===== config.mk =====
export PLATFORM = sky130hd
export DESIGN_NAME = tetrisControlTop
export DESIGN_NICKNAME = d
export VERILOG_FILES = /design/src/design/tetrisPkg.sv /design/src/design/tetrisControlTop.sv /design/src/design/gameControl.sv /design/src/design/holdSlot.sv /design/src/design/pieceGenerator.sv /design/src/design/keyDecoder.sv
export SDC_FILE = /design/constraint.sdc
export NUM_CORES = 1
export LEC_CHECK = 0
export BUFFER_PORTS_ARGS = -buffer_cell sky130_fd_sc_hd__buf_2
export CAP_MARGIN = 10
export CORE_UTILIZATION = 62
export DETAILED_ROUTE_END_ITERATION = 8
export PLACE_DENSITY_LB_ADDON = 0.15
export SKIP_LAST_GASP = 1
export SYNTH_ARGS = -nofsm -noshare
export SYNTH_HDL_FRONTEND = slang
export SYNTH_SLANG_ARGS = --single-unit

===== constraint.sdc =====
create_clock -name Clk -period 10.7 [get_ports Clk]
set_input_delay 0 -clock Clk [delete_from_list [all_inputs] [get_ports Clk]]
set_output_delay 0 -clock Clk [all_outputs]
set_load 0.03 [all_outputs]

===== src/design/tetrisPkg.sv =====
package tetrisPkg;

	// Basic types --------
	typedef logic [15:0] pieceShapeT;   // 4x4 bitmap with row 0 in the high nibble.
	typedef logic [5:0]  spriteIndexT;  // Colour sprite of a piece.
	typedef logic [2:0]  pieceKindT;    // Kinds 0 to 6.

	// States of the game controller.
	typedef enum logic [2:0]
	{
		waitStart,
		spawn,
		falling,
		holding,
		landed,
		paused
	} gameStateT;

	// Scan codes --------
	localparam logic [7:0] keyIdle  = 8'h00;  // No key is down.
	localparam logic [7:0] keyStart = 8'h2C;  // Space.
	localparam logic [7:0] keyPause = 8'h13;
	localparam logic [7:0] keyHold  = 8'h2B;
	localparam logic [7:0] keyQuit  = 8'h29;

	// Piece tables --------
	// Spawn orientation of each kind, in the order I, O, T, S, Z, J, L.
	localparam pieceShapeT pieceShapes [0:6] = '{
		16'h0F00,  // I.
		16'h0660,  // O.
		16'h0E40,  // T.
		16'h06C0,  // S.
		16'h0C60,  // Z.
		16'h0E20,  // J.
		16'h0E80   // L.
	};

	// Sprite of each kind, same order as above.
	localparam spriteIndexT pieceSprites [0:6] = '{
		6'd1,
		6'd2,
		6'd3,
		6'd4,
		6'd5,
		6'd6,
		6'd7
	};

	// LFSR --------
	// Fibonacci form of x^16 + x^14 + x^13 + x^11 that shifts right.
	// Taps land on bits 0, 2, 3 and 5 of the register.
	localparam logic [15:0] lfsrSeed = 16'hACE1;
	localparam logic [15:0] lfsrTaps = 16'h002D;

	// Number of piece kinds.
	localparam int numKinds = 7;

endpackage

===== src/design/tetrisControlTop.sv =====
`timescale 1ns/100ps

module tetrisControlTop
(
	input  logic                   Clk,
	input  logic                   arstN,
	input  logic [7:0]             keycode,
	input  logic                   hitBottom,
	output tetrisPkg::pieceShapeT  activeShape,
	output tetrisPkg::spriteIndexT activeSprite,
	output tetrisPkg::pieceShapeT  nextShape,
	output tetrisPkg::spriteIndexT nextSprite,
	output tetrisPkg::pieceShapeT  heldShape,
	output tetrisPkg::spriteIndexT heldSprite,
	output logic                   heldValid,
	output logic                   resetBlocks,
	output logic                   pause
);

	// Command pulses.
	logic startPress;
	logic pausePress;
	logic holdPress;
	logic quitPress;

	// Strobes and flags between the FSM and its neighbours.
	logic pickPiece;
	logic storePiece;
	logic rearmHold;
	logic canHold;

	keyDecoder i_keyDecoder (
		.Clk        (Clk),
		.arstN      (arstN),
		.keycode    (keycode),
		.startPress (startPress),
		.pausePress (pausePress),
		.holdPress  (holdPress),
		.quitPress  (quitPress)
	);

	pieceGenerator i_pieceGenerator (
		.Clk        (Clk),
		.arstN      (arstN),
		.pickPiece  (pickPiece),
		.nextShape  (nextShape),
		.nextSprite (nextSprite)
	);

	holdSlot i_holdSlot (
		.Clk          (Clk),
		.arstN        (arstN),
		.storePiece   (storePiece),
		.rearmHold    (rearmHold),
		.activeShape  (activeShape),
		.activeSprite (activeSprite),
		.heldShape    (heldShape),
		.heldSprite   (heldSprite),
		.heldValid    (heldValid),
		.canHold      (canHold)
	);

	gameControl i_gameControl (
		.Clk          (Clk),
		.arstN        (arstN),
		.startPress   (startPress),
		.pausePress   (pausePress),
		.holdPress    (holdPress),
		.quitPress    (quitPress),
		.hitBottom    (hitBottom),
		.nextShape    (nextShape),
		.nextSprite   (nextSprite),
		.heldShape    (heldShape),
		.heldSprite   (heldSprite),
		.heldValid    (heldValid),
		.canHold      (canHold),
		.activeShape  (activeShape),
		.activeSprite (activeSprite),
		.pickPiece    (pickPiece),
		.storePiece   (storePiece),
		.rearmHold    (rearmHold),
		.resetBlocks  (resetBlocks),
		.pause        (pause)
	);

endmodule


===== src/design/gameControl.sv =====
`timescale 1ns/100ps

module gameControl
(
	input  logic                   Clk,
	input  logic                   arstN,
	input  logic                   startPress,
	input  logic                   pausePress,
	input  logic                   holdPress,
	input  logic                   quitPress,
	input  logic                   hitBottom,
	input  tetrisPkg::pieceShapeT  nextShape,
	input  tetrisPkg::spriteIndexT nextSprite,
	input  tetrisPkg::pieceShapeT  heldShape,
	input  tetrisPkg::spriteIndexT heldSprite,
	input  logic                   heldValid,
	input  logic                   canHold,
	output tetrisPkg::pieceShapeT  activeShape,
	output tetrisPkg::spriteIndexT activeSprite,
	output logic                   pickPiece,
	output logic                   storePiece,
	output logic                   rearmHold,
	output logic                   resetBlocks,
	output logic                   pause
);

	tetrisPkg::gameStateT state;
	tetrisPkg::gameStateT nextState;

	// State register --------
	always_ff @(posedge Clk or negedge arstN)
	begin
		if (!arstN)
		begin
			state <= tetrisPkg::waitStart;
		end
		else
		begin
			state <= nextState;
		end
	end

	// Next state --------
	always_comb
	begin
		nextState = state;
		case (state)
			tetrisPkg::waitStart:
			begin
				if (startPress)
				begin
					nextState = tetrisPkg::spawn;
				end
			end
			tetrisPkg::spawn:
			begin
				nextState = tetrisPkg::falling;
			end
			tetrisPkg::falling:
			begin
				// Quit wins over hold, hold over pause, pause over landing.
				if (quitPress)
				begin
					nextState = tetrisPkg::waitStart;
				end
				else if (holdPress && canHold)
				begin
					nextState = tetrisPkg::holding;
				end
				else if (pausePress)
				begin
					nextState = tetrisPkg::paused;
				end
				else if (hitBottom)
				begin
					nextState = tetrisPkg::landed;
				end
			end
			tetrisPkg::holding:
			begin
				// A full slot hands its piece straight back, an empty one needs a new piece.
				nextState = heldValid ? tetrisPkg::falling : tetrisPkg::spawn;
			end
			tetrisPkg::landed:
			begin
				nextState = tetrisPkg::spawn;
			end
			tetrisPkg::paused:
			begin
				if (quitPress)
				begin
					nextState = tetrisPkg::waitStart;
				end
				else if (pausePress)
				begin
					nextState = tetrisPkg::falling;  // Resume with the same piece.
				end
			end
			default:
			begin
				nextState = tetrisPkg::waitStart;
			end
		endcase
	end

	// Strobes to the neighbours --------
	assign pickPiece   = (state == tetrisPkg::spawn);
	assign resetBlocks = (state == tetrisPkg::spawn);    // Board places a new piece.
	assign storePiece  = (state == tetrisPkg::holding);
	assign rearmHold   = (state == tetrisPkg::landed);
	assign pause       = (state == tetrisPkg::waitStart) || (state == tetrisPkg::paused);

	// Active piece --------
	// Loaded from the generator on spawn, or from the old slot contents
	// on the same edge that stores the current piece in the slot.
	always_ff @(posedge Clk or negedge arstN)
	begin
		if (!arstN)
		begin
			activeShape  <= '0;
			activeSprite <= '0;
		end
		else if (pickPiece)
		begin
			activeShape  <= nextShape;
			activeSprite <= nextSprite;
		end
		else if (storePiece && heldValid)
		begin
			activeShape  <= heldShape;
			activeSprite <= heldSprite;
		end
	end

endmodule


===== src/design/holdSlot.sv =====
`timescale 1ns/100ps

module holdSlot
(
	input  logic                   Clk,
	input  logic                   arstN,
	input  logic                   storePiece,
	input  logic                   rearmHold,
	input  tetrisPkg::pieceShapeT  activeShape,
	input  tetrisPkg::spriteIndexT activeSprite,
	output tetrisPkg::pieceShapeT  heldShape,
	output tetrisPkg::spriteIndexT heldSprite,
	output logic                   heldValid,
	output logic                   canHold
);

	// Held piece --------
	// Only reset empties the slot, a store always replaces it.
	always_ff @(posedge Clk or negedge arstN)
	begin
		if (!arstN)
		begin
			heldShape  <= '0;
			heldSprite <= '0;
			heldValid  <= 1'b0;
		end
		else if (storePiece)
		begin
			heldShape  <= activeShape;   // Active piece moves into the slot.
			heldSprite <= activeSprite;
			heldValid  <= 1'b1;
		end
	end

	// One hold per piece --------
	always_ff @(posedge Clk or negedge arstN)
	begin
		if (!arstN)
		begin
			canHold <= 1'b1;
		end
		else if (storePiece)
		begin
			canHold <= 1'b0;  // Spent until the piece lands.
		end
		else if (rearmHold)
		begin
			canHold <= 1'b1;
		end
	end

endmodule


===== src/design/pieceGenerator.sv =====
`timescale 1ns/100ps

module pieceGenerator
(
	input  logic                   Clk,
	input  logic                   arstN,
	input  logic                   pickPiece,
	output tetrisPkg::pieceShapeT  nextShape,
	output tetrisPkg::spriteIndexT nextSprite
);

	logic [15:0]          lfsr;
	logic [15:0]          lfsrNext;
	logic                 feedback;
	tetrisPkg::pieceKindT kind;

	// LFSR step --------
	// XOR of the tapped bits enters at the top as the register shifts right.
	assign feedback = ^(lfsr & tetrisPkg::lfsrTaps);
	assign lfsrNext = {feedback, lfsr[15:1]};

	// The register only moves when a piece is taken, so the sequence
	// does not depend on how long a piece falls.
	always_ff @(posedge Clk or negedge arstN)
	begin
		if (!arstN)
		begin
			lfsr <= tetrisPkg::lfsrSeed;
		end
		else if (pickPiece)
		begin
			lfsr <= lfsrNext;
		end
	end

	// Preview --------
	// Kind is the current value modulo 7.
	assign kind = tetrisPkg::pieceKindT'(lfsr % 16'(tetrisPkg::numKinds));

	// Table lookup that is valid in every cycle.
	assign nextShape  = tetrisPkg::pieceShapes[kind];
	assign nextSprite = tetrisPkg::pieceSprites[kind];

endmodule


===== src/design/keyDecoder.sv =====
`timescale 1ns/100ps

module keyDecoder
(
	input  logic       Clk,
	input  logic       arstN,
	input  logic [7:0] keycode,
	output logic       startPress,
	output logic       pausePress,
	output logic       holdPress,
	output logic       quitPress
);

	logic [7:0] prevKey;  // Keycode seen on the last edge.
	logic       newKey;

	// A press counts only when the code differs from the previous sample,
	// so a key held down gives a single pulse.
	assign newKey = (keycode != prevKey);

	always_ff @(posedge Clk or negedge arstN)
	begin
		if (!arstN)
		begin
			prevKey    <= tetrisPkg::keyIdle;
			startPress <= 1'b0;
			pausePress <= 1'b0;
			holdPress  <= 1'b0;
			quitPress  <= 1'b0;
		end
		else
		begin
			prevKey    <= keycode;
			// Unknown codes and keyIdle match none of these.
			startPress <= newKey && (keycode == tetrisPkg::keyStart);
			pausePress <= newKey && (keycode == tetrisPkg::keyPause);
			holdPress  <= newKey && (keycode == tetrisPkg::keyHold);
			quitPress  <= newKey && (keycode == tetrisPkg::keyQuit);
		end
	end

endmodule


==> results of run 1 <==
==> stage by stage <==
step	area [µm²]	cells
2_1_floorplan	4890	528
3_3_place_gp	5110	650
3_5_place_dp	5110	650
4_1_cts	5370	675
5_1_grt	5370	675
6_report	5370	675
==> worst paths after layout <==
path,to,depth (start not counted),start
worst max register to register,i_gameControl.activeShape[9],26,i_pieceGenerator.lfsr[14]
worst max-delay path,nextShape[6],26,i_pieceGenerator.lfsr[14]
max in group asynchronous,i_gameControl.state[1],2,arstN
min in group asynchronous,i_gameControl.activeShape[2],2,arstN
worst min-delay path,i_gameControl.state[2],4,hitBottom
worst min register to register,i_holdSlot.canHold,2,i_holdSlot.canHold
==> synth_stat cells (all sizes together), types with 6 or more instances <==
cell | instances | area share
a21o | 10 | 0.015
nand3 | 19 | 0.020
o21ai | 37 | 0.041
clkbuf | 20 | 0.015
nand2 | 59 | 0.046
nor3 | 10 | 0.010
nand3b | 7 | 0.011
a21oi | 19 | 0.020
nor2 | 27 | 0.021
a22oi | 9 | 0.014
dfrtp | 68 | 0.35
xnor2 | 9 | 0.016
xor2 | 8 | 0.014
inv | 12 | 0.0093
a22o | 17 | 0.031
o211ai | 10 | 0.015
dfstp | 9 | 0.049
nand2b | 6 | 0.0077
mux2 | 24 | 0.057
buf | 23 | 0.033
and2 | 8 | 0.010
==> metal layers <==
layer / vias up / GRT usage / part of all wire
li1: 2011 / - / -
met2: 131 / 0.470 / 0.49
met4: 0 / 0.0995 / 0.015
met3: 16 / 0.0673 / 0.049
met1: 2028 / 0.351 / 0.45
met5: - / 0 / 0
==> final cells by class <==
type                       instances  area, µm²  area share
multi-input combinational        393       2660       0.496
sequential                        77       1940       0.361
timing repair buffer              75        423      0.0788
clock buffer                      11        131      0.0245
tap                               99        124      0.0231
inverter                          15       56.3      0.0105
clock inverter                     5       35.0     0.00653
==> state kept, by name, summed over array words and instances (netlist names) <==
register,flops
i_holdSlot.heldSprite,6
i_keyDecoder.holdPress,1
i_pieceGenerator.lfsr,16
i_keyDecoder.prevKey,8
i_keyDecoder.pausePress,1
i_keyDecoder.quitPress,1
i_gameControl.activeShape,16
i_holdSlot.heldValid,1
i_holdSlot.heldShape,16
i_gameControl.activeSprite,6
i_holdSlot.canHold,1
i_gameControl.state,3
i_keyDecoder.startPress,1
==> where the power goes <==
group | switching (mW) | internal [mW] | total [mW]
Clock | 0.106 | 0.0847 | 0.190
Sequential | 0.0238 | 0.321 | 0.345
Combinational | 0.155 | 0.0629 | 0.218
==> what timing repair did <==
item                                   in CTS  in global routing
setup buffers                               0                  0
setup endpoints to repair                   0                  0
hold buffers                                9                  0
endpoints found under the hold margin      80                  0
==> worst register-to-register path: stages (launching register included) <==
cell,delay (ns)
dfrtp_1,0.74
nor2_1,0.19
o41ai_2,0.47
o31ai_4,0.16
o41ai_1,0.40
a22oi_1,0.20
nand2_1,0.28
mux2_2,0.40
a211oi_2,0.34
inv_1,0.08
nor4_1,0.44
nor2_1,0.16
o31a_1,0.28
a31oi_1,0.28
inv_1,0.10
ha_1,0.25
nand2_1,0.09
a21oi_1,0.05
a32oi_1,0.28
nand3_1,0.15
mux2i_1,0.28
ha_1,0.24
nand4_1,0.15
a21o_1,0.26
mux2_4,0.29
a21o_1,0.18
a21o_1,0.17
==> cells by family after synthesis <==
| group | Yosys count | synth area share |
|---|---|---|
| compound gates | 160 | 0.250 |
| xor+xnor | 17 | 0.0307 |
| fa+ha+maj | 4 | 0.0101 |
| buf+inv | 58 | 0.0599 |
| flops | 77 | 0.400 |
| mux | 28 | 0.0648 |
| other cells | 2 | 0.00155 |
| simple gates | 171 | 0.183 |
==> summary.txt, run 1 <==
main flop type after synthesis -> dfrtp_1
# setup viols final -> 0
final net count -> 585
final WL -> 11000 µm
Place WS -> 3.85 ns
Mapped Area -> 4850 µm²
layout cells sized above 1 -> 0.224
Clock Latency Late Sink -> 0.36 ns
total power -> 0.753 mW
Final Max Tran Viols -> 0
most common library cell in the layout ignoring fill and taps -> dfrtp_1
Max FO, Critical Path -> 17
Setup CP Type -> reg -> out
slowest stage cell, crit path -> dfrtp_1
Resized Gates After CTS -> 0
CTS max path bufs -> 2
Fmax achieved -> 137 MHz
sequential fraction of the synthesis area -> 0.400
Reg clk slew, reported paths -> 0.09 ns
Initial Util -> 0.654
Worst Path Required -> 10.70 ns
Relative slew margins -> 0.337
Peak VDD IR -> 0.0857 mV
period utilisation layout -> 0.682
CTS Root Cell -> clkbuf_8
PortBufs -> 66
power per cell area -> 140 nW/µm²
GRT Resource Usage Total -> 0.279
Area Overhead vs Synth -> 10.7%
Hold Path Class -> in -> reg
maxcap violations -> 0
CTS sink cnt -> 77
pin count of the biggest net entering global routing -> 78
row count -> 31
DP HPWL -> 7560 µm
most frequent cells in the layout -> dfrtp_1 (68), buf_2 (65), nand2_1 (58)
CTS tree -> yes
H-tree depth -> 3
Detailed Routing Iterations Pass 1 -> 5
WHS -> 0.174 ns
Core Util, Final -> 0.725
first-pass GRT wire length -> 18600 µm
overall die width -> 90.4 µm
crit path time final -> 7.30 ns
Worst Tran Pin Value -> 0.994 ns
vias per inst -> 6.20
Worst setup SP type -> register
Synthesis Warnings -> 0
initial antenna violation count -> 0
Yosys cell types -> 81
setup TNS -> 0 ns
WL/cell -> 16.2 µm
DRC viols -> 0
CTS buffer count -> 9
CP top delay family -> compound AO/OA/AOI/OAI gates
vias in the first global route -> 4031
run status -> complete, no violations
Die H -> 90.4 µm
Fin. Hold Viols -> 0
Worst R2R Setup Slack -> 3.70 ns
ANT cells -> 0
Final WS setup -> 3.40 ns
setup repair after global routing missed its margin -> no
GRT overflow -> 0
core area -> 7410 µm²
arrival time of the worst setup path -> 7.30 ns
Critical Path Sink Type -> primary output
Leak Pwr -> 2.54 nW
Mapped Avg Cell Area -> 9.38 µm²
vias -> 4186
synthesized flop and latch total -> 77
die area -> 8180 µm²
EDFF count, synth -> 0
asr flop ratio synth -> 1.00
IO Count -> 80
Cells after Synth -> 517
Critical path buffers and inverters -> 3
GPL Wtd Cong -> 0.878
DRT antenna net count -> 0
Clock Skews -> 0.0168 ns
filler instances -> 547
drt first-iter violations -> 250
crit-path max cell delay -> 0.74 ns
No activity file was read; power rests on OpenSTA's default activity.
==> run 2: changes to the inputs <==
--- a/config.mk
+++ b/config.mk
@@ -5,9 +5,10 @@
 export SDC_FILE = /design/constraint.sdc
 export NUM_CORES = 1
 export LEC_CHECK = 0
+export ABC_AREA = 1
 export BUFFER_PORTS_ARGS = -buffer_cell sky130_fd_sc_hd__buf_2
 export CAP_MARGIN = 10
-export CORE_UTILIZATION = 62
+export CORE_UTILIZATION = 56
 export DETAILED_ROUTE_END_ITERATION = 8
 export PLACE_DENSITY_LB_ADDON = 0.15
 export SKIP_LAST_GASP = 1
==> constraint.sdc (replaced) <==
create_clock -name Clk -period 7 [get_ports Clk]
set_input_delay 0 -clock Clk [delete_from_list [all_inputs] [get_ports Clk]]
set_output_delay 0 -clock Clk [all_outputs]
set_load 0.03 [all_outputs]
==> run 2 against run 1 <==
  * Critical path depth up 25
  * Flip-flop and latch count is the same
  * Register-to-register slack lost 2.5 ns
  * Non-clock buffer count up 3
  * Clock power up 69%
  * Global-route usage fell by 5.1 points
  * Synthesized area is 12% lower
  * Utilization is 5.1 points lower
  * Design area shrank 8.0%
  * Worst setup slack got worse by 2.7 ns
  * First-iteration DRC count down 18%
  * Via count fell by 12%
  * Highest routed layer unchanged
==> summary.txt, run 2 <==
run status -> complete, no violations
R2R depth -> 49
CTS tree -> yes
initial antenna violation count -> 0
cell count after placement -> 717
Hold Path Class -> in -> reg
row count -> 31
IO Count -> 80
Reg clk slew, reported paths -> 0.10 ns
sequential fraction of the synthesis area -> 0.453
Detailed Routing Iterations Pass 1 -> 4
Worst path most repeated cell -> nand2_1
most common cell in the netlist -> nand2_1
WHS -> 0.146 ns
asr flop ratio synth -> 1.00
drt first-iter violations -> 205
Area Overhead vs Synth -> 15.4%
vias in the first global route -> 3310
die area -> 8000 µm²
arrival time of the worst setup path -> 6.29 ns
Critical Path Sink Type -> primary output
hold path cells -> 5
Die H -> 89.4 µm
Synth area leaders -> dfrtp_1 (40%), nand2_1 (14%), o21ai_0 (7.0%), inv_1 (6.7%), dfstp_2 (5.5%)
Setup CP Type -> reg -> out
period utilisation layout -> 0.899
Worst Tran Pin Value -> 0.945 ns
# setup viols final -> 0
GRT Resource Usage Total -> 0.228
Peak VDD IR -> 0.160 mV
GPL Wtd Cong -> 0.814
DRT antenna net count -> 0
setup repair after global routing missed its margin -> yes
maxcap violations -> 0
Max FO, Critical Path -> 8
PortBufs -> 66
Final Max Tran Viols -> 0
placed standard-cell area -> 4660 µm²
Leak Pwr -> 2.64 nW
crit path time final -> 6.29 ns
synthesized flop and latch total -> 77
WL/cell -> 11.7 µm
overall die width -> 89.4 µm
slowest stage cell, crit path -> dfstp_2
Worst Path Required -> 7.00 ns
CTS sink cnt -> 77
first-pass GRT wire length -> 14000 µm
share of the synthesized area in the top cell type -> 0.398
vias -> 3700
GRT overflow -> 0
Yosys cell types -> 38
main flop type after synthesis -> dfrtp_1
CTS buffer count -> 9
Initial Util -> 0.584
final net count -> 652
Fmax achieved -> 159 MHz
reg2reg end -> i_gameControl.activeShape[6]
layout cells sized above 1 -> 0.207
hold path start -> hitBottom
crit-path max cell delay -> 0.56 ns
DRC viols -> 0
core area -> 7330 µm²
post-route insts no fill -> 742
most frequent cells in the layout -> nand2_1 (165), inv_1 (76), dfrtp_1 (68)
most common library cell in the layout ignoring fill and taps -> nand2_1
EDFF count, synth -> 0
final WL -> 8660 µm
CTS Root Cell -> clkbuf_8
Mapped Area -> 4280 µm²
Synth area leader -> dfrtp_1
Place WS -> 1.12 ns
Fin. Hold Viols -> 0
final instance area -> 4940 µm²
biggest regs -> i_gameControl.activeShape: 16 flops, i_holdSlot.heldShape: 16 flops, i_pieceGenerator.lfsr: 16 flops
Final WS setup -> 0.710 ns
post-CTS setup buffer count -> 0
ANT cells -> 0
Worst R2R Setup Slack -> 1.17 ns
Post-synth top cells -> nand2_1 (165), inv_1 (76), dfrtp_1 (68)
Worst setup SP type -> register
Relative slew margins -> 0.370
H-tree depth -> 3
vias per inst -> 4.99
CTS max path bufs -> 2
Clock Latency Late Sink -> 0.36 ns
DP HPWL -> 6180 µm
Cells after Synth -> 564
Clock Skews -> 0.0156 ns
Hold Path Sink -> i_gameControl.state[0]
Synthesis Warnings -> 0
worst r2r src -> i_pieceGenerator.lfsr[13]
pin count of the biggest net entering global routing -> 78
Mapped Avg Cell Area -> 7.59 µm²
power per cell area -> 243 nW/µm²
==> run 2: cell count changes in the layout (fill, tap and decap cells not counted), sizes merged, moves of 10 or more <==
cell   before  now
a21oi      19    7
o21ai      37   69
nand4       5   15
nand3      19   42
mux2       24    0
a22o       17    0
nand2      59  180
inv        13   88
==> run 2: final cells by class <==
class	instances	area, µm²
Tap cell	99	124
Sequential cell	77	1940
Clock buffer	9	124
Clock inverter	7	63.8
Timing Repair Buffer	78	450
Inverter	83	312
Multi-Input combinational cell	389	1930
Fill cell	620	2390
==> run 2: stage by stage <==
step	power [mW]	util	TNS (ns)
2_1_floorplan	0.782	-	0
3_3_place_gp	0.875	0.635	0
6_report	1.20	0.674	0
5_1_grt	1.27	0.674	-0.0157
4_1_cts	1.21	0.673	0
3_5_place_dp	0.881	0.635	0
==> run 2: layer usage <==
layer	track usage	vias up	wire, µm
li1	-	1911	-
met1	0.291	1709	4120
met2	0.389	71	4090
met3	0.0536	9	370
met4	0.0649	0	78
met5	0	-	0
==> run 2: cell families after synthesis <==
logic type      count (synthesis)  share of synthesized area
compound gates                 83                      0.108
fa+ha+maj                       3                    0.00877
flops                          77                      0.453
mux                             1                    0.00234
simple gates                  274                      0.288
other cells                     2                    0.00176
buf+inv                       109                      0.107
xor+xnor                       15                     0.0307
==> run 2: worst max-delay path by stage <==
stage	end	cells after the start	start
3_3_place_gp	nextShape[5]	51	i_pieceGenerator.lfsr[13]
4_1_cts	nextShape[5]	51	i_pieceGenerator.lfsr[13]
3_5_place_dp	nextShape[5]	51	i_pieceGenerator.lfsr[13]
2_1_floorplan	i_gameControl.activeSprite[0]	50	i_pieceGenerator.lfsr[13]
5_1_grt	nextShape[5]	49	i_pieceGenerator.lfsr[13]
6_report	nextShape[5]	51	i_pieceGenerator.lfsr[13]
==> run 2: power breakdown <==
group          internal, mW  switching (mW)
logic                0.0900           0.264
clock network         0.137           0.185
registers             0.491          0.0300
total                 0.718           0.479
==> run 2: worst max-delay path: cells and delay by family, from the launching register on <==
family / cells / cell delay, ns
compound gates: 2 / 0.38
simple gates: 42 / 3.97
fa+ha+maj: 2 / 0.46
buf+inv: 4 / 0.39
xor+xnor: 1 / 0.18
flops: 1 / 0.56
==> run 2: timing repair <==
| action | CTS | global route |
|---|---|---|
| setup endpoints to repair | 0 | 2 |
| hold endpoints to repair | 80 | 0 |
| hold buffers | 9 | 0 |
| gates resized for setup | 0 | 4 |
